<file path="src/verilog/maze_geom_pkg.sv">
`default_nettype none

package maze_geom_pkg;

	// ####################
	// Grid geometry

	localparam int DEF_COORD_W = 4;	// 16 x 16 cells

	function automatic int num_cells(input int coord_w);
		return 1 << (2 * coord_w);
	endfunction

	// ####################
	// Search directions

	localparam int DIR_W = 2;

	// The position unit steps through these with +1, west is tried last
	typedef enum logic [DIR_W-1:0] {
		dir_north,	// Towards y - 1
		dir_east,	// Towards x + 1
		dir_south,
		dir_west
	} dir_t;

endpackage

`default_nettype wire

</file>
<file path="src/verilog/maze_memory.sv">
`timescale 1ns/1ps
`default_nettype none

module maze_memory #(
	parameter int COORD_W = maze_geom_pkg::DEF_COORD_W
) (
	input  logic               CLK,
	input  logic               load,
	input  logic [COORD_W-1:0] load_x,
	input  logic [COORD_W-1:0] load_y,
	input  logic               load_wall,
	input  logic               wr,
	input  logic [COORD_W-1:0] wr_x,
	input  logic [COORD_W-1:0] wr_y,
	input  logic [COORD_W-1:0] rd_x,
	input  logic [COORD_W-1:0] rd_y,
	output logic               rd_bit
);
	import maze_geom_pkg::*;

	// A set bit in this row major array is a wall or a visited cell
	logic cells [num_cells(COORD_W)];

	always_ff @(posedge CLK) begin
		if (load)
			cells[{load_y, load_x}] <= load_wall;
		else if (wr)
			cells[{wr_y, wr_x}] <= 1'b1;
	end

	assign rd_bit = cells[{rd_y, rd_x}];

endmodule

`default_nettype wire

</file>
<file path="config.mk">
export PLATFORM = sky130hd
export DESIGN_NAME = maze_memory
export DESIGN_NICKNAME = d
export VERILOG_FILES = /design/src/verilog/maze_geom_pkg.sv /design/src/verilog/maze_memory.sv
export SDC_FILE = /design/constraint.sdc
export NUM_CORES = 1
export LEC_CHECK = 0
export ABC_AREA = 1
export BUFFER_PORTS_ARGS = -buffer_cell sky130_fd_sc_hd__buf_4
export CAP_MARGIN = 10
export CORE_MARGIN = 1.5
export CORE_UTILIZATION = 57
export CTS_CLUSTER_DIAMETER = 100
export DETAILED_ROUTE_END_ITERATION = 12
export PLACE_DENSITY = 0.77
export SLEW_MARGIN = 20
export SYNTH_ARGS = -nofsm -noshare
export SYNTH_HDL_FRONTEND = slang
export SYNTH_SLANG_ARGS = --single-unit
</file>
<file path="constraint.sdc">
create_clock -name CLK -period 4.6 [get_ports CLK]
set_input_delay 0.46 -clock CLK [delete_from_list [all_inputs] [get_ports CLK]]
set_output_delay 0.46 -clock CLK [all_outputs]
set_load 0.02 [all_outputs]
</file>
==> qor.txt <==
PwrDens: 386 nW/um^2
Clock Sinks: 256
first-pass GRT wire length: 46,400 um
post_cts resized: 0
slowest stage cell, crit path: buf_4
fillers: 1,626
kind of critical path: input pin to output pin
area grow syn2layout: 8.66%
Largest register FFs: 256
count of pins over their slew limit: 0
htree depth: 1
combinational share of power: 8.1%
nature of the critical path endpoint: output pin
register area share after synthesis: 64.1%
Worst setup SP type: input pin
vias in the first global route: 8,610
syn avg cell area: 9.57 um^2
synthesized area: 12,000 um^2
WL final: 29,600 um
TritonCTS clock tree: built
Cells after DPL: 1,475
Die H: 148 um
Ports: 29
share of total power in the clock network: 40.3%
Setup TNS: 0 ns
die width: 148 um
Pint: 3860 uW
hold buffers post-CTS: 0
input/output buffers: 28
maximum VDD drop: 253 uV
Nets: 1,261
crit path cell chain: buf_4 > clkinv_2 > buf_4 > nand2_1 > nand3_1 > nand3_1 > nand3_1 > nand3_1 > nand2_1 > nand2_1 > nand3_1 > nand3_1 > nand2_1 > buf_4
family with the most delay on the worst path: buffers and inverters
Sw Pwr: 1170 uW
Tcrit/Tclk final: 76.1%
Mapped Nets: 1,281
Top cell by count, worst path: nand3_1
DRT Pass-1 Iters: 6
total die area: 21,900 um^2
n_diodes: 0
Flop pwr share: 51.6%
Post-DRT Antenna Nets: 0
drt initial violations: 1,259
Finish-stage setup viols: 0
vias: 8,979
DR WL/cell: 19.5 um
Final Wtd Congestion: 0.837
Synth Warn #: 0
number of synthesized register bits: 256
unrepaired setup endpoints after global routing: false
Clk Tree Root Cell: clkbuf_16
outcome: finished, final reports clean
antenna violations before repair: 0
Net Sw Frac: 23.2%
total track usage: 28.0%
largest net degree at the start of global routing: 164
Via density: 5.91
fin crit period: 3.50 ns
Worst Path Required: 4.14 ns
slowest cell delay on critical path: 0.80 ns
Core Footprint: 20,400 um^2
Post-Syn Instances: 1,253
Biggest register: cells
Max-slew headroom: 27.4%
Worst Path Buf+Inv: 4
CP max FO: 99
post-synthesis cell type count: 21
endpoints failing hold: 0
max_cap viols: 0
worst min-delay path class: input pin to flop
Regs by FF count: cells (256)
DRC: 0
HPWL after DPL: 16,700 um
clock buffer count from CTS: 26
std cell rows: 52
total congestion overflow: 0
initial core utilization: 58.7%
crit path DAT: 3.04 ns
postcts setup bufs: 0
Clock Tree Buf Depth: 3
share of layout cells above drive strength 1: 8.97%
Fmax: 286 MHz
fin cells: 1,519
Slew @ Worst Pin: 1.09 ns
clk slew on worst S/H paths: 0.06 ns
leak pwr: 0.00456 uW
area by class of cell:
| class | count | area (um^2) | share of cell area (%) |
|---|---|---|---|
| clock inverter | 13 | 113 | 0.864 |
| timing repair buffer | 38 | 298 | 2.28 |
| sequential | 256 | 7690 | 59.0 |
| clock buffer | 31 | 691 | 5.30 |
| inverter | 51 | 193 | 1.48 |
| multi-input combinational | 860 | 3710 | 28.5 |
| tap | 270 | 338 | 2.59 |
stage by stage:
step | area [um^2] | hold slack, ns | utilization [%] | setup slack, ns | power [uW]
floorplan | 12000 | 0.960 | - | 1.59 | 2920
detailed placement | 12200 | 1.15 | 59.9 | 1.19 | 3040
global placement | 12200 | 1.15 | 59.9 | 1.20 | 3030
finish | 13000 | 0.636 | 63.8 | 1.10 | 5030
CTS | 13000 | 0.617 | 63.8 | 1.18 | 5020
global route | 13000 | 0.644 | 63.8 | 0.861 | 5160
layer usage:
layer	global-route usage [%]	part of all wire, %	wire (um)	up-vias
met5	0	0	0	-
met4	13.1	3.6	1060	0
met3	4.54	11	3330	80
met2	44.5	47	14000	518
met1	38.0	38	11200	4254
li1	-	-	-	4127
path summary, 6_finish.rpt:
path / end / depth (start not counted) / slack [ns] / start
hold / removal: cells[183] / 6 / 0.64 / wr_y[2]
setup / recovery: rd_bit / 14 / 1.10 / rd_x[0]
power groups by stage:
stage          clock [uW]  sequential (uW)  combinational (uW)
3_3_place_gp            0             2640                 392
6_report             2030             2590                 408
4_1_cts              2020             2590                 401
5_1_grt              2120             2590                 442
2_1_floorplan           0             2650                 270
3_5_place_dp            0             2640                 399
placed cells by master (no fill, tap or decap):
cell type	synthesis	layout
nand2_1	300	299
o21ai_0	3	3
nor2_1	282	282
inv_2	7	7
bufinv_16	0	2
nor3_4	1	1
clkbuf_1	10	4
clkbuf_16	0	27
nand3_2	1	1
o21ai_4	4	4
buf_12	0	1
clkinv_1	1	5
edfxtp_1	256	256
nor2_4	5	5
buf_4	1	37
nor2_2	2	2
o21ai_2	1	1
nand2_2	14	14
clkinv_2	0	7
clkinvlp_4	0	1
nand2_4	1	1
nand3_1	246	246
nand2_8	0	1
inv_1	43	42
synthesized netlist by cell type, drive strengths merged:
| cell | instances | share of area (%) |
|---|---|---|
| nand3 | 247 | 10 |
| clkbuf | 10 | 0.31 |
| inv | 50 | 1.6 |
| nand2 | 315 | 10 |
| clkinv | 1 | 0.031 |
| edfxtp | 256 | 64 |
| o21ai | 8 | 0.74 |
| nor3 | 1 | 0.14 |
| buf | 76 | 3.2 |
| nor2 | 289 | 9.4 |
logic make-up (layout without fill, tap and decap cells):
group	after synthesis	count (layout)	share of synthesized area (%)
simple gates	852	852	30.1
flops	256	256	64.1
buf+inv	137	133	5.08
compound gates	8	8	0.741
No activity file was read; power rests on OpenSTA's default activity.
