`src/verilog/maze_geom_pkg.sv`:
```
`default_nettype none

package maze_geom_pkg;

	// ####################
	// Grid geometry

	localparam int DEF_COORD_W = 4;	// 16 x 16 cells

	function automatic int num_cells(input int coord_w);
		return 1 << (2 * coord_w);
	endfunction

	// ####################
	// Search directions

	localparam int DIR_W = 2;

	// The position unit steps through these with +1, west is tried last
	typedef enum logic [DIR_W-1:0] {
		dir_north,	// Towards y - 1
		dir_east,	// Towards x + 1
		dir_south,
		dir_west
	} dir_t;

endpackage

`default_nettype wire

```
`src/verilog/position_unit.sv`:
```
`timescale 1ns/1ps
`default_nettype none

module position_unit #(
	parameter int COORD_W = maze_geom_pkg::DEF_COORD_W
) (
	input  logic                           CLK,
	input  logic                           RST,
	input  logic                           init_pos,
	input  logic                           ld_pos,
	input  logic                           r_update,
	input  logic                           en_dir,
	input  logic                           ld_dir,
	input  logic [COORD_W-1:0]             top_x,
	input  logic [COORD_W-1:0]             top_y,
	input  logic [maze_geom_pkg::DIR_W-1:0] top_dir,
	input  logic                           rd_bit,
	output logic [COORD_W-1:0]             cur_x,
	output logic [COORD_W-1:0]             cur_y,
	output logic [maze_geom_pkg::DIR_W-1:0] cur_dir,
	output logic [COORD_W-1:0]             nbr_x,
	output logic [COORD_W-1:0]             nbr_y,
	output logic                           found,
	output logic                           blocked,
	output logic                           co
);
	import maze_geom_pkg::*;

	localparam logic [COORD_W-1:0] EDGE_MAX = '1;

	dir_t dir;
	logic oob;

	always_ff @(posedge CLK or posedge RST) begin
		if (RST) begin
			cur_x <= '0;
			cur_y <= '0;
			dir   <= dir_north;
		end else begin
			if (init_pos) begin
				cur_x <= '0;
				cur_y <= '0;
			end else if (ld_pos) begin
				cur_x <= nbr_x;
				cur_y <= nbr_y;
			end else if (r_update) begin
				cur_x <= top_x;
				cur_y <= top_y;
			end
			if (init_pos || ld_pos)
				dir <= dir_north;	// A fresh cell is scanned from the first direction
			else if (ld_dir)
				dir <= dir_t'(top_dir);
			else if (en_dir)
				dir <= dir_t'(dir + 1'b1);
		end
	end

	// Neighbor wraps at the edges, oob masks it
	always_comb begin
		nbr_x = cur_x;
		nbr_y = cur_y;
		oob   = 1'b0;
		case (dir)
			dir_north: begin
				nbr_y = cur_y - 1'b1;
				oob   = (cur_y == '0);
			end
			dir_east: begin
				nbr_x = cur_x + 1'b1;
				oob   = (cur_x == EDGE_MAX);
			end
			dir_south: begin
				nbr_y = cur_y + 1'b1;
				oob   = (cur_y == EDGE_MAX);
			end
			default: begin
				nbr_x = cur_x - 1'b1;
				oob   = (cur_x == '0);
			end
		endcase
	end

	assign blocked = oob | rd_bit;
	assign found   = (cur_x == EDGE_MAX) && (cur_y == EDGE_MAX);
	assign co      = (dir == dir_west);
	assign cur_dir = dir;

endmodule

`default_nettype wire

```
`config.mk`:
```
export PLATFORM = sky130hd
export DESIGN_NAME = position_unit
export DESIGN_NICKNAME = d
export VERILOG_FILES = /design/src/verilog/maze_geom_pkg.sv /design/src/verilog/position_unit.sv
export SDC_FILE = /design/constraint.sdc
export NUM_CORES = 1
export LEC_CHECK = 0
export BUFFER_PORTS_ARGS = -buffer_cell sky130_fd_sc_hd__clkbuf_2
export CORE_AREA = 2 2 54 56
export CTS_BUF_LIST = sky130_fd_sc_hd__clkbuf_4
export DETAILED_ROUTE_END_ITERATION = 10
export DIE_AREA = 0 0 56 58
export PLACE_DENSITY = 0.65
export SLEW_MARGIN = 25
export SYNTH_ARGS = -nofsm -noshare
export SYNTH_HDL_FRONTEND = slang
export SYNTH_SLANG_ARGS = --single-unit
```
`constraint.sdc`:
```
create_clock -name CLK -period 7.3 [get_ports CLK]
set_clock_uncertainty 0.2 [all_clocks]
set_input_delay 0.365 -clock CLK [delete_from_list [all_inputs] [get_ports CLK]]
set_output_delay 0.365 -clock CLK [all_outputs]
set_load 0.02 [all_outputs]
```
==> metrics.txt <==
outcome=finished clean; Bufs and invs on worst path=3; Net Count, Synth=148; Clock transition at path regs=70 ps; Cells after Synth=between 100 and 150; Final WS setup=4120 ps; die height=58 microns; Tot Pwr=201 uW; Int Pwr=~120 uW; CTS Buf Count=3; routed len/inst=13.1 microns; Tightest Pin Transition=439 ps; largest net degree at the start of global routing=23; fin area=0.00122 sq mm; predominant post-synthesis flop cell=dfrtp_1; part of the Yosys area used for sequential elements=roughly a quarter; switch share=42.3%; sequential power share=34.0%; synth warn=0; post-synthesis cell area=0.00100 sq mm; Final Core Density=45.8%; CTS tree=yes; Synth top cells by count=inv_1 (12), dfrtp_1 (10), nor2_1 (10); Congestion Overflow GR=0; Reg area=250 sq um; Hold Path Class=input port to flop; EDFF count, synth=0; CP max stage delay=440 ps; core footprint=0.00266 sq mm; Area after DPL=0.00119 sq mm; fin crit period=3180 ps; hpwl dp=1.94 mm; RSZ-0062 raised after global routing=no; Post-Place Cells=181; Synth top area share=24.9%; Final #Nets=184; worst reg-to-reg setup slack=4750 ps; Crit Path Max Fanout=10; post-route antenna net violation count=0; pre-CTS setup slack=4410 ps; fin crit share=43.6%; MaxCap Viol Count=0; leakage=0.597 nW; critical path arrival=2610 ps; # DRC=0; total of fill cells in the finished design=278; vias per cell=5.35; Async SR Flop Fraction=100%; worst hold slack=~150 ps; area occupied by multi-input gates=663 sq um; Max Clock Freq=314 MHz; clock sinks=10; endpoints failing hold=0; maximum vdd drop=0.0986 mV; critical path required time=6730 ps; initial antenna violation count=0; Clock Tree Root=clkbuf_4; net switching power=85.0 uW; first-pass GRT wire length=4.15 mm; total number of vias=989; CP Class=flop to primary output; Layout area overhead=21.6%; final slew viol count=0; clock latency at the later pin of the worst-skew pair=270 ps; setup total negative slack=0 ps; Initial Util=between 30% and 40%; Global Route Usage Sum=between 10% and 20%; TritonRoute pass-1 iters=5; synth top area cells=dfrtp_1 (25%), ha_1 (10%), a211oi_1 (6.0%); Port Buffers=38; delay-heaviest family, CP=adder cells; Iteration-0 DRC Markers=15; full die area=0.00325 sq mm; # diodes=0; H-Tree Depth=1; Resized cells post-CTS=0; slew margin rel.=around 71%; final setup vio count=0; RD Place Congestion=~0.8; Die W=56 microns; largest area contributor in the netlist=dfrtp_1; CTS max path bufs=2; Worst Setup Start Kind=flop; clock power share=19.8%; syn avg cell area=roughly 8.4 sq um; critical-path cell list=inv_1 -> ha_1 -> inv_1 -> ha_1 -> a21o_1 -> a21oi_1 -> mux2i_1 -> xnor2_1 -> clkbuf_2; Netlist cell types=37; site row count=19; combinational share of power=between 40% and 50%; vias in the first global route=963; most instantiated library cell after synthesis=inv_1; CP max stage cell=dfrtp_1; final non-filler cell total=approximately 190; PD cells=165 mW/mm^2; I/O pins=39; layout cells sized above 1=29.9%; FF+latch count, synth=10; CP Capture Type=primary output; DRT Wirelength=2.43 mm
## routing by layer
metal  GRT usage [%]  up-vias  share of wire [%]
met1            18.7      463                 44
met5               0        -                  0
met2            30.6       29                 50
met3            3.35        2                5.7
met4            4.08        0               0.53
li1                -      495                  -
## cells by family after synthesis
logic type                 Yosys count  synth area share, %
buffers and inverters               20                 8.98
adders and majority gates           10                 14.0
AOI/OAI and AO/OA                   32                 23.3
and+or+nand+nor                     39                 20.6
xor gates and xnor gates             6                 5.24
muxes                                3                 2.99
DFF                                 10                 24.9
## area by class of cell
class / count / area share (%)
well taps: 31 / 3.18
repair buffers: 39 / 16.4
multi-input cells: 90 / 54.4
clock buffers: 3 / 1.85
inverters: 12 / 3.69
flip-flops and latches: 10 / 20.5
## tightest hold or removal path: stages
cell and delay, ps:
clkbuf_2 80, a221oi_1 60, nor2_1 70
## flip-flops by register name (all words and copies together) (netlist names)
| signal | flops |
|---|---|
| cur_y | 4 |
| cur_dir | 2 |
| cur_x | 4 |
## worst paths after layout
check                                  end       start  cells after the start
worst max register to register    cur_x[3]  cur_dir[1]                      8
max in group asynchronous         cur_x[0]         RST                      3
worst max-delay path              nbr_y[3]  cur_dir[0]                      9
min in group asynchronous       cur_dir[0]         RST                      3
worst min register to register    cur_x[0]    cur_x[0]                      2
worst min-delay path              cur_x[0]    top_x[0]                      3
## placed cells by master, fill, tap and decap left out, types with 3 or more instances in the layout
cell type and n:
clkbuf_2 38, inv_1 12, nor2_1 10, dfrtp_1 10
nand2_1 8, a211oi_1 8, ha_1 8, a21oi_1 7
nor2b_1 5, xnor2_1 4, mux2i_1 3, o21ai_0 3
o21ai_1 3, nor3_1 3, nand3_1 3, clkbuf_4 3
## power groups by stage
stage          Clock [mW]  Sequential, mW  Combinational (mW)
5_1_grt            0.0432          0.0694               0.103
4_1_cts            0.0404          0.0683              0.0942
2_1_floorplan           0          0.0715              0.0640
6_report           0.0397          0.0683              0.0931
3_5_place_dp            0          0.0694              0.0934
3_3_place_gp            0          0.0694              0.0919
## repair_timing
item | 4_1_cts | 5_1_grt
setup buffers | 0 | 0
hold buffers | 1 | 0
hold endpoints to repair | 10 | 0
Note: power is estimated with default switching activity, not from simulation.
