**src/verilog/maze_geom_pkg.sv**
```systemverilog
`default_nettype none

package maze_geom_pkg;

	// ####################
	// Grid geometry

	localparam int DEF_COORD_W = 4;	// 16 x 16 cells

	function automatic int num_cells(input int coord_w);
		return 1 << (2 * coord_w);
	endfunction

	// ####################
	// Search directions

	localparam int DIR_W = 2;

	// The position unit steps through these with +1, west is tried last
	typedef enum logic [DIR_W-1:0] {
		dir_north,	// Towards y - 1
		dir_east,	// Towards x + 1
		dir_south,
		dir_west
	} dir_t;

endpackage

`default_nettype wire

```
**src/verilog/path_list.sv**
```systemverilog
`timescale 1ns/1ps
`default_nettype none

module path_list #(
	parameter int COORD_W     = maze_geom_pkg::DEF_COORD_W,
	parameter int STACK_DEPTH = maze_geom_pkg::num_cells(maze_geom_pkg::DEF_COORD_W)
) (
	input  logic               CLK,
	input  logic               RST,
	input  logic               init_list,
	input  logic               list_push,
	input  logic               src_goal,
	input  logic [COORD_W-1:0] cur_x,
	input  logic [COORD_W-1:0] cur_y,
	input  logic [COORD_W-1:0] top_x,
	input  logic [COORD_W-1:0] top_y,
	input  logic               en_read,
	output logic               path_valid,
	output logic [COORD_W-1:0] path_x,
	output logic [COORD_W-1:0] path_y,
	output logic               path_last,
	output logic               complete_read
);
	localparam int ADDR_W = (STACK_DEPTH > 1) ? $clog2(STACK_DEPTH) : 1;
	localparam int PTR_W  = $clog2(STACK_DEPTH + 1);

	logic [2*COORD_W-1:0] mem [STACK_DEPTH];
	logic [PTR_W-1:0]     count;
	logic [PTR_W-1:0]     rd_ptr;
	logic                 last;

	// Entry 0 is the goal, the start cell is appended last
	always_ff @(posedge CLK) begin
		if (list_push)
			mem[count[ADDR_W-1:0]] <= src_goal ? {cur_x, cur_y} : {top_x, top_y};
		if (en_read)
			{path_x, path_y} <= mem[rd_ptr[ADDR_W-1:0]];
	end

	assign last          = (rd_ptr == count - 1'b1);
	assign complete_read = en_read & last;

	always_ff @(posedge CLK or posedge RST) begin
		if (RST) begin
			count      <= '0;
			rd_ptr     <= '0;
			path_valid <= 1'b0;
			path_last  <= 1'b0;
		end else begin
			path_valid <= en_read;
			path_last  <= complete_read;
			if (init_list) begin
				count  <= '0;
				rd_ptr <= '0;
			end else begin
				if (list_push)
					count <= count + 1'b1;
				if (en_read)
					rd_ptr <= last ? '0 : rd_ptr + 1'b1;	// Rewound for the next run
			end
		end
	end

endmodule

`default_nettype wire

```
**config.mk**
```make
export PLATFORM = sky130hd
export DESIGN_NAME = path_list
export DESIGN_NICKNAME = d
export VERILOG_FILES = /design/src/verilog/maze_geom_pkg.sv /design/src/verilog/path_list.sv
export SDC_FILE = /design/constraint.sdc
export NUM_CORES = 2
export LEC_CHECK = 0
export BUFFER_PORTS_ARGS = -buffer_cell sky130_fd_sc_hd__buf_2
export CORE_AREA = 2 2 348 350
export DETAILED_ROUTE_END_ITERATION = 8
export DIE_AREA = 0 0 350 352
export PLACE_DENSITY = 0.84
export SETUP_SLACK_MARGIN = 0.02
export SYNTH_ARGS = -nofsm -noshare
export SYNTH_HDL_FRONTEND = slang
export SYNTH_SLANG_ARGS = --single-unit
```
**constraint.sdc**
```tcl
create_clock -name CLK -period 4.3 [get_ports CLK]
set_clock_uncertainty 0.05 [all_clocks]
set_input_delay 0.43 -clock CLK [delete_from_list [all_inputs] [get_ports CLK]]
set_output_delay 0.43 -clock CLK [all_outputs]
set_load 0.005 [all_outputs]
```
==> impl_metrics.toml <==
[synthesis]
ys_ff_latch = 2076
synthCells = 3909
synth_cell_type_count = 57
synth_nets = 3936
synthFlopType = "edfxtp_1"
synth-edff-count = 2056
ys_seq_area_share_pct = 77.3
async_flop_share_pct = 0.963
post_synth.cell_area_avg_sq_um = 20.6
ys_warn_count = 0
synth_area_sq_mm = 0.0805

[placement]
port_buffers = 32
gp_congestion = 0.939
dp.cells = 5600
place_hpwl_mm = 120

[sta]
setup_violations = 0
fin_crit_sh_pct = 96.6
rsz0062_at_grt = "no"
max_clock_freq_ghz = 0.241
slew_viol_final = 0
slew_headroom_pct = 21.1
fin_crit_ns = 4.15
hold_viol_final = 0
setup_tns_ns = 0
worst_pin_slew_ns = 1.18

[critical_path]
crit_fanout = 14
cp-start-kind = "register"
path_class = "reg -> out"
endpoint_kind = "primary output"
r2r_cells = 8
cp.arrival_ns = 3.67
critPathRequiredTime_ns = 3.82

[grt]
grt_pass1_wl_mm = 308
antenna_found_initial = 10
track_usage_pct = 35.2
grt_max_degree = 148
grt.overflow.total = 0
grt_pass1_vias = 44269

[die]
die_h_um = 352
core-area_sq_mm = 0.119
num_rows = 127
die-area_sq_mm = 0.123
chipWidth_um = 350
ioPinCount = 33
initial_utilization_pct = 67.4

[drt]
wirelength_mm = 213
antenna_left = 0
first_pass_iters = 6
avgViaCountPerCell = 7.37
wire_per_inst_um = 35.7
vias = 43994
drt-initial-drc-count = 8081
drc = 0

[finish]
fillCellCount = 5702
layout.cells.non_filler = 5971
drive_above_1_share_pct = 24.5
multi_input_area_sq_mm = 0.0173
area_growth_pct = 12.5
nNetsFinal = 4213
regArea_sq_mm = 0.0623

[clock_network]
cts.sinks = 2076
cts.htree.levels = 4
cts-buffers-inserted = 192
clk_latency_ns = 0.84
clkTransAtPathRegs_ns = 0.06
clock_path_buffers = 3
cts_root_buffer = "clkbuf_16"
cts_tree = "built"

[power_and_ir_drop]
cellPowerDensity_mw_per_mm2 = 461
peakVddDrop_v = 0.000478
leakagePower_nw = 27.9

[min_path]
hold_depth = 3
hold_class = "in -> reg"

[job]
max_cap_viol_count = 0

[status]
status = "finished, final reports clean"
[worst max-delay path, cell delays in order, from the launching register on]
cell and delay, ns:
dfrtp_1 0.57, or4_1 0.71, or4_1 0.54, a21oi_1 0.24, nor2_1 0.08, nor4b_1 0.35
buf_4 0.23, buf_2 0.12
[final timing paths]
path	from	end	slack [ns]
setup / recovery	count[3]	complete_read	0.15
hold / removal	list_push	count[0]	0.13
setup reg to reg	rd_ptr[0]	path_y[0]	0.30
hold reg to reg	rd_ptr[8]	rd_ptr[8]	0.53
max in group asynchronous	RST	rd_ptr[1]	3.02
min in group asynchronous	RST	path_last	0.36
[Yosys cell counts (all sizes together) (26+ instances only)]
master | number | area, sq um
o221ai | 44 | 385
a22oi | 97 | 728
a221oi | 30 | 269
nand2 | 39 | 149
nand3 | 29 | 145
mux4 | 425 | 9570
o22ai | 66 | 413
nor2 | 300 | 1130
a21oi | 76 | 380
a211oi | 26 | 195
mux2i | 195 | 1950
buf | 126 | 667
nor3 | 44 | 220
clkbuf | 117 | 439
edfxtp | 2056 | 61700
[metrics by stage]
stage | cell area (sq um) | hold WS (ns) | utilization (%) | total power, mW | worst slack (ns)
5_1_grt | 90500 | 0.121 | 75.9 | 42.4 | 0.0236
3_3_place_gp | 84200 | 0.490 | 70.6 | 25.0 | 0.515
6_report | 90500 | 0.134 | 75.9 | 41.7 | 0.148
4_1_cts | 90500 | 0.0738 | 75.8 | 41.6 | 0.137
2_1_floorplan | 80500 | 0.344 | - | 24.3 | 1.11
3_5_place_dp | 84200 | 0.504 | 70.6 | 25.1 | 0.461
[layer usage]
metal | share of wire (%) | up-vias | wire, um | global-route usage [%]
li1 | - | 16834 | - | -
met1 | 32 | 22134 | 69100 | 46.5
met4 | 5.9 | 18 | 12600 | 17.7
met5 | 0.14 | - | 300 | 0.549
met2 | 48 | 4160 | 102000 | 54.6
met3 | 14 | 848 | 29000 | 9.86
[power by group]
group | switching, mW | internal [mW]
Sequential | 0.0454 | 22.4
Combinational | 1.42 | 0.831
Clock | 7.64 | 9.36
[timing repair]
action / 4_1_cts / 5_1_grt
buffers inserted: 0 / 1
gates resized for setup: 0 / 1
endpoints found under the hold margin: 30 / 0
hold buffers: 3 / 0
endpoints found under the setup margin: 0 / 1
[state kept, by name, indices dropped and copies added (netlist names)]
| register | cells |
|---|---|
| mem | 2048 |
| path_last | 1 |
| path_y | 4 |
| rd_ptr | 9 |
| count | 9 |
| path_x | 4 |
| path_valid | 1 |
[layout by cell type (no fill, tap or decap), types with 26 or more instances in the layout]
| master | n |
|---|---|
| edfxtp_1 | 2056 |
| mux4_2 | 425 |
| nor2_1 | 296 |
| buf_4 | 267 |
| mux2i_1 | 195 |
| clkbuf_16 | 195 |
| a22oi_1 | 97 |
| a21oi_1 | 76 |
| o22ai_1 | 66 |
| o221ai_1 | 44 |
| nor3_1 | 44 |
| clkinv_1 | 43 |
| clkbuf_1 | 43 |
| clkinv_2 | 40 |
| nand2_1 | 38 |
| buf_2 | 32 |
| a221oi_1 | 29 |
| a211oi_1 | 26 |
[kinds of logic after synthesis]
group | count (synthesis) | synth area share, %
xor+xnor | 19 | 0.224
fa+ha+maj | 5 | 0.0777
buf+inv | 252 | 1.42
mux | 629 | 14.4
flops | 2076 | 77.3
compound gates | 427 | 3.74
simple gates | 501 | 2.77
[layout make-up]
type | count | share of cell area [%]
Tap cell | 1612 | 2.23
Timing Repair Buffer | 326 | 2.96
Sequential cell | 2076 | 68.8
Clock inverter | 112 | 1.18
Multi-Input combinational cell | 1581 | 19.1
Clock buffer | 246 | 5.69
Inverter | 9 | 0.0373
Antenna cell | 9 | 0.0249
(Power assumes the default switching activity.)
