File: src/verilog/maze_geom_pkg.sv
`default_nettype none

package maze_geom_pkg;

	// ####################
	// Grid geometry

	localparam int DEF_COORD_W = 4;	// 16 x 16 cells

	function automatic int num_cells(input int coord_w);
		return 1 << (2 * coord_w);
	endfunction

	// ####################
	// Search directions

	localparam int DIR_W = 2;

	// The position unit steps through these with +1, west is tried last
	typedef enum logic [DIR_W-1:0] {
		dir_north,	// Towards y - 1
		dir_east,	// Towards x + 1
		dir_south,
		dir_west
	} dir_t;

endpackage

`default_nettype wire

File: src/verilog/location_stack.sv
`timescale 1ns/1ps
`default_nettype none

module location_stack #(
	parameter int COORD_W     = maze_geom_pkg::DEF_COORD_W,
	parameter int STACK_DEPTH = maze_geom_pkg::num_cells(maze_geom_pkg::DEF_COORD_W)
) (
	input  logic                            CLK,
	input  logic                            RST,
	input  logic                            init_stack,
	input  logic                            stack_push,
	input  logic                            stack_pop,
	input  logic [COORD_W-1:0]              push_x,
	input  logic [COORD_W-1:0]              push_y,
	input  logic [maze_geom_pkg::DIR_W-1:0] push_dir,
	output logic [COORD_W-1:0]              top_x,
	output logic [COORD_W-1:0]              top_y,
	output logic [maze_geom_pkg::DIR_W-1:0] top_dir,
	output logic                            empty_stack
);
	import maze_geom_pkg::*;

	localparam int ADDR_W  = (STACK_DEPTH > 1) ? $clog2(STACK_DEPTH) : 1;
	localparam int PTR_W   = $clog2(STACK_DEPTH + 1);
	localparam int ENTRY_W = 2 * COORD_W + DIR_W;

	logic [ENTRY_W-1:0] mem [STACK_DEPTH];
	logic [PTR_W-1:0]   ptr;	// Number of entries held
	logic [PTR_W-1:0]   top_ptr;

	always_ff @(posedge CLK) begin
		if (stack_push)
			mem[ptr[ADDR_W-1:0]] <= {push_x, push_y, push_dir};
	end

	always_ff @(posedge CLK or posedge RST) begin
		if (RST)
			ptr <= '0;
		else if (init_stack)
			ptr <= '0;
		else if (stack_push)
			ptr <= ptr + 1'b1;
		else if (stack_pop)
			ptr <= ptr - 1'b1;
	end

	assign top_ptr = ptr - 1'b1;
	assign {top_x, top_y, top_dir} = mem[top_ptr[ADDR_W-1:0]];
	assign empty_stack = (ptr == '0);

endmodule

`default_nettype wire

File: config.mk
export PLATFORM = sky130hd
export DESIGN_NAME = location_stack
export DESIGN_NICKNAME = d
export VERILOG_FILES = /design/src/verilog/maze_geom_pkg.sv /design/src/verilog/location_stack.sv
export SDC_FILE = /design/constraint.sdc
export NUM_CORES = 2
export LEC_CHECK = 0
export BUFFER_PORTS_ARGS = -buffer_cell sky130_fd_sc_hd__buf_2
export CORE_UTILIZATION = 40
export DETAILED_ROUTE_END_ITERATION = 10
export GPL_TIMING_DRIVEN = 0
export MAX_ROUTING_LAYER = met4
export PLACE_DENSITY_LB_ADDON = 0.08
export SYNTH_ARGS = -nofsm -noshare
export SYNTH_HDL_FRONTEND = slang
export SYNTH_SLANG_ARGS = --single-unit
File: constraint.sdc
create_clock -name CLK -period 9.1 [get_ports CLK]
set_input_delay 0 -clock CLK [delete_from_list [all_inputs] [get_ports CLK]]
set_output_delay 0 -clock CLK [all_outputs]
set_load 0.01 [all_outputs]
==> out/metrics.cfg <==
[outcome]
status = finished with violations
violations = capacitance limit, slew limit

[routing]
drc = 0
vias = 47330
viasPerCell = 5.607
ant_nets = 0
wirelength_microns = 285500
wl_per_cell_microns = 33.83
drtIter0Drc = 5334
first_pass_iters = 8

[die]
initial_utilization_pct = 40.22
core.rowCount = 183
die_w_microns = 501.8
die_y_microns = 501.8
core_sq_um = 248400
die_area_sq_um = 251800
boundaryPins = 26

[global_routing]
gr-total-overflow = 0
grt_max_degree = 139
grt_pass1_vias = 48270
grtUsageTotal_pct = 23.45
grt_antenna_before_repair = 30
grt_pass1_wl_microns = 392800

[clock_network]
post_cts_buffers = 0
cts_max_path_buffers = 4
cts_sinks = 2569
clock_latency_ns = 0.94
cts.clk_slew.worst_paths_ns = 0.06
cts_buffers = 297
htree_levels = 5
cts-root-buf = clkbuf_16
cts_tree = done

[placed_design]
gp_congestion = 0.9082
dpl.hpwl_microns = 183800
placed_area_sq_um = 105100
placed_cells = 7895
portBuffers = 23

[sta]
rsz0062_at_grt = false
slew_viol_final = 9
whs_ns = 0.06437
hold_viol_final = 0
fin_tns_setup_ns = 0
worst_slew_pin_slew_ns = 1.529
max_freq_mhz = 112.6
relSlewSlack_pct = -2.189
setup_viol = 0
fin_skew_ns = 0.04528
layout_min_cycle_time_ns = 8.884
finalCritPeriodShare_pct = 97.63

[pwr]
leakagePower_nw = 35.52
irDropWorstVdd_mv = 0.1695
power_density_nw_per_um2 = 252.1

[worst_setup_path]
setup.worst_path.end_class = primary output
r2r_start = ptr[0]$_DFFE_PP0P_
worstReg2RegEnd = ptr[1]$_DFFE_PP0P_
crit_end = top_y[3]
crit_slowest_cell = or4_1
startpoint_type = flip-flop
cp.arrival_ns = 8.88
path_cells = clkbuf_1 -> clkbuf_2 -> buf_2 -> buf_2 -> inv_1 -> ha_1 -> clkbuf_2 -> clkbuf_2 -> clkbuf_1 -> mux4_2 -> mux2i_1 -> mux2i_1 -> a22oi_1 -> a31oi_1 -> or4_1 -> buf_2
ff2ff_path_depth = 13
path_max_fanout = 10
crit_family = buffers and inverters
path_buf_inv = 9
cpPeakStageDelay_ns = 0.73
rrSetupSlack_ns = 2.58
worstSetupStartpoint = ptr[0]$_DFFE_PP0P_
crit_type = reg2out
worst-path-stages = 16
cp.required_ns = 9.10

[cells_and_area]
final_util_pct = 45.96
fin_cells = 8441
final_design_area_no_fill_sq_um = 114200
fin_nets = 4903
syn_to_final_growth_pct = 14.27
drive_gt1_share_pct = 24.39

[synthesis]
syn_inst = 4509
ys_top_cells_by_count = edfxtp_1 (2560), mux4_2 (640), mux2i_1 (320)
async_reset_ff_share_pct = 0.3503
dominantRegCellSynth = edfxtp_1
netlist_top_cells_area = edfxtp_1 (77%), mux4_2 (14%), mux2i_1 (3.2%)
synth_top_area_share_pct = 76.93
syn_nets = 4528
ys_types = 36
yosysWarnings = 0
synth_area_sq_um = 99930
ys_ff_latch = 2569
synth_edf_count = 2560
synth_top_area_cell = edfxtp_1
yosysMostFrequentCell = edfxtp_1
syn_avg_cell_area_sq_um = 22.16
synth.yosys.seq_area_share_pct = 77.15

[worst_hold_path]
min_path_type = in2reg

[job]
drv_cap = 1

-- layout by cell type, fill, tap and decap left out, types with 4 or more instances in the layout --
cell type / synthesis / final
clkbuf_1: 166 / 211
clkinv_1: 0 / 74
clkinvlp_4: 0 / 4
buf_16: 0 / 20
dlygate4sd3_1: 0 / 20
buf_2: 66 / 80
xor2_1: 6 / 6
a22oi_1: 41 / 41
buf_8: 0 / 11
mux2_2: 80 / 80
a31oi_1: 43 / 43
o211ai_1: 80 / 80
o21ai_0: 5 / 5
buf_12: 0 / 9
clkbuf_2: 0 / 24
nor2_1: 267 / 266
buf_1: 33 / 32
mux4_2: 640 / 640
nor3_1: 7 / 4
nor2b_1: 6 / 6
nand3_1: 22 / 22
bufinv_16: 0 / 12
dfrtp_1: 9 / 9
nand2_1: 106 / 106
or4_1: 11 / 11
mux2i_1: 320 / 320
xnor2_1: 5 / 5
clkbuf_16: 0 / 305
inv_1: 5 / 5
edfxtp_1: 2560 / 2560
a21oi_1: 7 / 6
diode_2: 0 / 19
inv_6: 0 / 5
buf_6: 3 / 6
ha_1: 4 / 4
clkinv_2: 0 / 37
-- registers in the layout, summed over array words and instances, names as in the netlist --
signal	count
mem	2560
ptr	9
-- kinds of logic after synthesis --
| logic type | after synthesis | synth area share (%) |
|---|---|---|
| flops | 2569 | 77.15 |
| mux | 1040 | 18.53 |
| compound gates | 179 | 1.263 |
| fa+ha+maj | 4 | 0.05009 |
| buf+inv | 273 | 1.131 |
| xor+xnor | 12 | 0.1127 |
| simple gates | 432 | 1.759 |
-- cell type report --
cell class | instances | area (sq um)
Antenna cell | 19 | 47.55
Buffer | 268 | 1142
Clock buffer | 374 | 7891
Clock inverter | 133 | 908.4
Fill cell | 20830 | 134200
Inverter | 5 | 18.77
Multi-Input combinational cell | 1667 | 21720
Sequential cell | 2569 | 77100
Tap cell | 3330 | 4167
Timing Repair Buffer | 76 | 1195
-- layer usage --
| metal | global-route usage (%) | vias to the layer above | wire length (microns) |
|---|---|---|---|
| li1 | - | 19720 | - |
| met1 | 31.82 | 25510 | 121900 |
| met2 | 35.94 | 1632 | 136200 |
| met3 | 3.983 | 474 | 17250 |
| met4 | 7.973 | 0 | 10190 |
| met5 | - | - | 0 |
-- metrics by stage --
stage / setup WS (ns) / power (mW)
2_1_floorplan: 5.037 / 15.73
3_3_place_gp: -0.4558 / 17.97
3_5_place_dp: 0.1836 / 17.97
4_1_cts: 0.1844 / 29.02
5_1_grt: 0.1493 / 29.53
6_report: 0.2157 / 28.78
-- worst min path at each step --
stage	from	slack [ns]	cells past startpoint	endpoint
global placement	RST	0.10	2	ptr[2]$_DFFE_PP0P_
global route	push_dir[0]	0.04	2	mem[188][0]$_DFFE_PP_
CTS	push_dir[0]	0.007	2	mem[184][0]$_DFFE_PP_
floorplan	RST	-0.17	1	ptr[0]$_DFFE_PP0P_
finish	push_dir[0]	0.06	2	mem[188][0]$_DFFE_PP_
detailed placement	RST	0.1	2	ptr[2]$_DFFE_PP0P_
-- power breakdown --
part / internal [mW] / switching [mW] / leakage [nW]
sequential: 13.0 / 0.00840 / 23.1
clock: 6.44 / 4.62 / 4.30
combinational: 1.56 / 3.11 / 8.09
total: 21.0 / 7.74 / 35.5
-- timing repair --
action,4_1_cts,5_1_grt
endpoints found under the setup margin,10,0
hold buffers,20,0
gates resized for setup,4,0
endpoints found under the hold margin,1894,0
Note: power is estimated with default switching activity, not from simulation.
