### src/verilog/solver_ctrl_pkg.sv
`default_nettype none

package solver_ctrl_pkg;

	localparam int STATE_W = 5;

	typedef enum logic [STATE_W-1:0] {
		st_idle,
		st_init,
		st_mark_visited,	// Current cell gets a wall so it is never entered again
		st_check_goal,
		st_check_cell,
		st_push_loc,
		st_advance,
		st_next_dir,
		// ####################
		// Backtracking
		st_check_empty_stack,
		st_pop_loc,
		st_retry_dir,
		// ####################
		// Path collection and readout
		st_goal_write,
		st_stack_read,
		st_update_list,
		st_fail,
		st_done,
		st_show
	} solver_state_t;

endpackage

`default_nettype wire

### src/verilog/maze_controller.sv
`timescale 1ns/1ps
`default_nettype none

module maze_controller (
	input  logic CLK,
	input  logic RST,
	input  logic start,
	input  logic run,
	input  logic found,
	input  logic blocked,
	input  logic co,
	input  logic empty_stack,
	input  logic complete_read,
	output logic init_pos,
	output logic ld_pos,
	output logic r_update,
	output logic en_dir,
	output logic ld_dir,
	output logic wr,
	output logic init_stack,
	output logic stack_push,
	output logic stack_pop,
	output logic init_list,
	output logic list_push,
	output logic src_goal,
	output logic en_read,
	output logic done,
	output logic fail
);
	import solver_ctrl_pkg::*;

	solver_state_t pstate;
	solver_state_t nstate;

	always_ff @(posedge CLK or posedge RST) begin
		if (RST)
			pstate <= st_idle;
		else
			pstate <= nstate;
	end

	always_comb begin
		nstate = pstate;
		case (pstate)
			st_idle:              nstate = start ? st_init : st_idle;
			st_init:              nstate = st_mark_visited;
			st_mark_visited:      nstate = st_check_goal;
			st_check_goal:        nstate = found ? st_goal_write : st_check_cell;
			st_check_cell: begin
				if (!blocked)
					nstate = st_push_loc;
				else if (!co)
					nstate = st_next_dir;
				else
					nstate = st_check_empty_stack;	// All four directions used up
			end
			st_push_loc:          nstate = st_advance;
			st_advance:           nstate = st_mark_visited;
			st_next_dir:          nstate = st_check_cell;
			st_check_empty_stack: nstate = empty_stack ? st_fail : st_pop_loc;
			st_pop_loc:           nstate = st_retry_dir;
			st_retry_dir:         nstate = co ? st_check_empty_stack : st_next_dir;
			st_goal_write:        nstate = st_stack_read;
			st_stack_read:        nstate = empty_stack ? st_done : st_update_list;
			st_update_list:       nstate = st_stack_read;
			st_fail:              nstate = start ? st_init : st_fail;
			st_done: begin
				if (start)
					nstate = st_init;
				else if (run)
					nstate = st_show;
			end
			st_show:              nstate = complete_read ? st_done : st_show;
			default:              nstate = st_idle;
		endcase
	end

	// Moore outputs
	always_comb begin
		init_pos   = 1'b0;
		ld_pos     = 1'b0;
		r_update   = 1'b0;
		en_dir     = 1'b0;
		ld_dir     = 1'b0;
		wr         = 1'b0;
		init_stack = 1'b0;
		stack_push = 1'b0;
		stack_pop  = 1'b0;
		init_list  = 1'b0;
		list_push  = 1'b0;
		src_goal   = 1'b0;
		en_read    = 1'b0;
		done       = 1'b0;
		fail       = 1'b0;
		case (pstate)
			st_init: begin
				init_pos   = 1'b1;
				init_stack = 1'b1;
				init_list  = 1'b1;
			end
			st_mark_visited: wr = 1'b1;
			st_push_loc:     stack_push = 1'b1;	// Parent cell with the direction taken
			st_advance:      ld_pos = 1'b1;
			st_next_dir:     en_dir = 1'b1;
			st_pop_loc: begin
				stack_pop = 1'b1;
				r_update  = 1'b1;
				ld_dir    = 1'b1;
			end
			st_goal_write: begin
				list_push = 1'b1;
				src_goal  = 1'b1;
			end
			st_update_list: begin
				list_push = 1'b1;	// List takes the top before the pop moves it
				stack_pop = 1'b1;
			end
			st_fail: fail = 1'b1;
			st_done: done = 1'b1;
			st_show: begin
				done    = 1'b1;
				en_read = 1'b1;
			end
			default: ;
		endcase
	end

endmodule

`default_nettype wire

### config.mk
export PLATFORM = sky130hd
export DESIGN_NAME = maze_controller
export DESIGN_NICKNAME = d
export VERILOG_FILES = /design/src/verilog/solver_ctrl_pkg.sv /design/src/verilog/maze_controller.sv
export SDC_FILE = /design/constraint.sdc
export NUM_CORES = 1
export LEC_CHECK = 0
export BUFFER_PORTS_ARGS = -buffer_cell sky130_fd_sc_hd__buf_2
export CORE_AREA = 2 2 39 41
export CTS_CLUSTER_DIAMETER = 30
export CTS_CLUSTER_SIZE = 24
export DETAILED_ROUTE_END_ITERATION = 8
export DIE_AREA = 0 0 41 43
export GPL_ROUTABILITY_DRIVEN = 1
export PLACE_DENSITY_LB_ADDON = 0.08
export SETUP_SLACK_MARGIN = 0.5
export SYNTH_ARGS = -nofsm -noshare
export SYNTH_HDL_FRONTEND = slang
export SYNTH_SLANG_ARGS = --single-unit
### constraint.sdc
create_clock -name CLK -period 3.9 [get_ports CLK]
set_clock_uncertainty 0.2 [all_clocks]
set_input_delay 0.585 -clock CLK [delete_from_list [all_inputs] [get_ports CLK]]
set_output_delay 0.585 -clock CLK [all_outputs]
set_load 0.02 [all_outputs]
==> impl_results.md <==
* Routability cong. at between 0.7 and 0.8
* Mapped Cells at slightly above 80
* All-Layer GR Usage at between 20% and 30%
* Final WL at roughly 1.5 mm
* Yosys top cell area share at 21.3%
* Top Registers: pstate (5)
* Root buf cell: clkbuf_4
* Initial antenna violation count at 0
* CP max FO at 17
* Ys flop type: dfrtp_1
* Crit share post-route at 67.4%
* Max_cap viols at 0
* # fillers at between 150 and 200
* Remaining antenna violation count at 0
* Post-synth top area cell: dfrtp_1
* Data arrival, critical path at around 1.8 ns
* Post-synthesis mux area share at 0%
* Setup Viol. Count Final at 0
* Largest net degree at the start of global routing at 19
* Remaining DRCs at 0
* Finished Layout Cells at roughly 120
* Pwr/cell area at around 760 mW/mm²
* Largest register FFs at 5
* Post-Synth XOR/XNOR Area at 0%
* Antenna diode count at 0
* Final Hold Viols at 0
* Reg2reg start: pstate[1]$_DFFE_PP0P_
* Worst reg-to-reg path cell count at 4
* Standard-cell rows at 14
* P&R area growth vs syn at 17.7%
* Yosys cell types at 30
* Post-CTS Setup Bufs at 0
* EDFF count, synth at 0
* FFs w/ async S/R, synth at 100%
* Yosys reg bits at 5
* Simple-Gate Fraction of Synth Area at 41.6%
* Number of global-route vias before repair at 584
* Hold_buf cts at 0
* Critical Path Sink Type: output pin
* Area of the multi-input gates at slightly below 400 µm²
* Synth warn at 0
* Port bufs at 23
* Sink Count at 5
* Die ar. at around 0.0018 mm²
* Slew HR at roughly 65%
* Final slew viol count at 0
* Synth Area in Adders at 0%
* Final core occ at 49.9%
* Final setup TNS at 0 ns
* Via-per-instance ratio at approximately 5.6
* Worst hold path type: in2async
* Reg with most FFs: pstate
* Wirelength per Cell at between 10 and 15 µm
* Reg-to-reg slack, setup at approximately 1.9 ns
* RSZ-0062 raised after global routing: false
* Top-count cell post-synth: a21oi_1
* DR vias at 639
* Mapped cell area at ~590 µm²
* First DRT Iteration DRCs at 7
* Critical R2R Capture: pstate[2]$_DFFE_PP0P_
* Compound-Gate Fraction of Synth Area at between 20% and 30%
* DPL Wire Length at 1.04 mm
* Minimum clock period after layout at 2.63 ns
* Drt pass-1 iters at 4
* CTS tree: done
* Synth area leaders: dfrtp_1 (21%), a21oi_1 (7.7%), nand3b_1 (6.4%)
* Initial core utilization at 42.4%
* CP Launch Type: register
* Outcome: complete, no violations
* First-pass GRT wire length at between 2 and 3 mm
* Net Count, Synth at 90
* Total power at 526 µW
* Worst vdd ir at 0.000449 V
* Max Freq at around 0.38 GHz
* Num ports at 24
* WHS at between 0.02 and 0.03 ns
* Die H at around 43 µm
* Chip width at 41 µm
* Worst-margin pin slew at roughly 0.51 ns
* Core Region at roughly 0.0014 mm²
* Leakage Power at approximately 0.00032 µW
* CTS resizes at 0
* Post-synthesis average cell area at 7.24 µm²
* Reg clk slew, reported paths at around 0.050 ns
* Post-synthesis sequential area ratio at a little over a fifth
* Cells after DPL at ~110
* Inserted Clock Buffers at 3
* Clock Latency Late Sink at 0.24 ns
* # nets final at around 110
* Commonest cells in the netlist: a21oi_1 (9), nor2_1 (7), nor3_1 (6)
* Clock buffer depth at 2
* Total grt overflow at 0
* Share of cells above drive strength 1 at 29.3%
* Worst EP required at about 3.1 ns
* Main combinational cell family by area after synthesis: simple AND/OR/NAND/NOR gates
* H-tree levels at 1
* Kind of critical path: reg2out
* FF+latch area at between 100 and 150 µm²
-- worst max-delay path: stages (launching register included) --
cell	delay, ns
dfrtp_1	0.56
or3_1	0.48
nor2_1	0.13
and2_1	0.15
o21bai_1	0.10
buf_2	0.18
-- how the worst max path moves through the flow --
stage                           end                  start  cells past startpoint  slack, ns
after detailed placement       done  pstate[1]$_DFFE_PP0P_                      5       1.54
after global placement         done  pstate[1]$_DFFE_PP0P_                      5       1.56
final                          done  pstate[1]$_DFFE_PP0P_                      5       1.27
after CTS                      done  pstate[1]$_DFFE_PP0P_                      5       1.27
after global routing      init_list  pstate[0]$_DFFE_PP0P_                      4       1.09
after floorplan            init_pos  pstate[0]$_DFFE_PP0P_                      5       1.28
-- cell families (layout without fill, tap and decap cells) --
family | Yosys count | in the layout
simple gates | 40 | 40
compound gates | 22 | 22
buf+inv | 14 | 32
flops | 5 | 5
-- where the power goes --
group          switching, µW  leakage (µW)  total (µW)  internal, µW
combinational            172      0.000243         308           136
clock                   21.9     0.0000150        60.6          38.7
sequential              84.1     0.0000629         158          73.6
-- routing by layer --
metal / vias up / routed length (µm) / GRT usage [%]
met5: - / 0 / 0
met4: 0 / 0 / 6.00
met3: 0 / 44 / 6.28
met2: 14 / 756 / 33.8
met1: 296 / 727 / 26.6
li1: 329 / - / -
-- placed cells by master, fill, tap and decap left out, drive strengths merged, types with 2 or more instances in the layout --
master    n
a2111oi   2
a21oi     9
buf      23
clkbuf    4
dfrtp     5
inv       5
nand2     3
nand2b    5
nand3     2
nand3b    5
nor2      7
nor2b     2
nor3      6
nor4      3
o211ai    2
o21ai     3
o21bai    2
or3       2
-- through the flow --
| stage | setup slack, ns | area, µm² |
|---|---|---|
| after floorplan | 1.28 | 587 |
| after global placement | 1.56 | 664 |
| after detailed placement | 1.54 | 664 |
| after CTS | 1.27 | 691 |
| after global routing | 1.09 | 691 |
| final | 1.27 | 691 |
-- cell type report --
cell class	instances	area share, %
clock buffers	4	3.80
inverters	5	2.72
multi-input cells	62	55.8
flip-flops and latches	5	18.1
well taps	16	2.90
repair buffers	23	16.7
(Power assumes the default switching activity.)
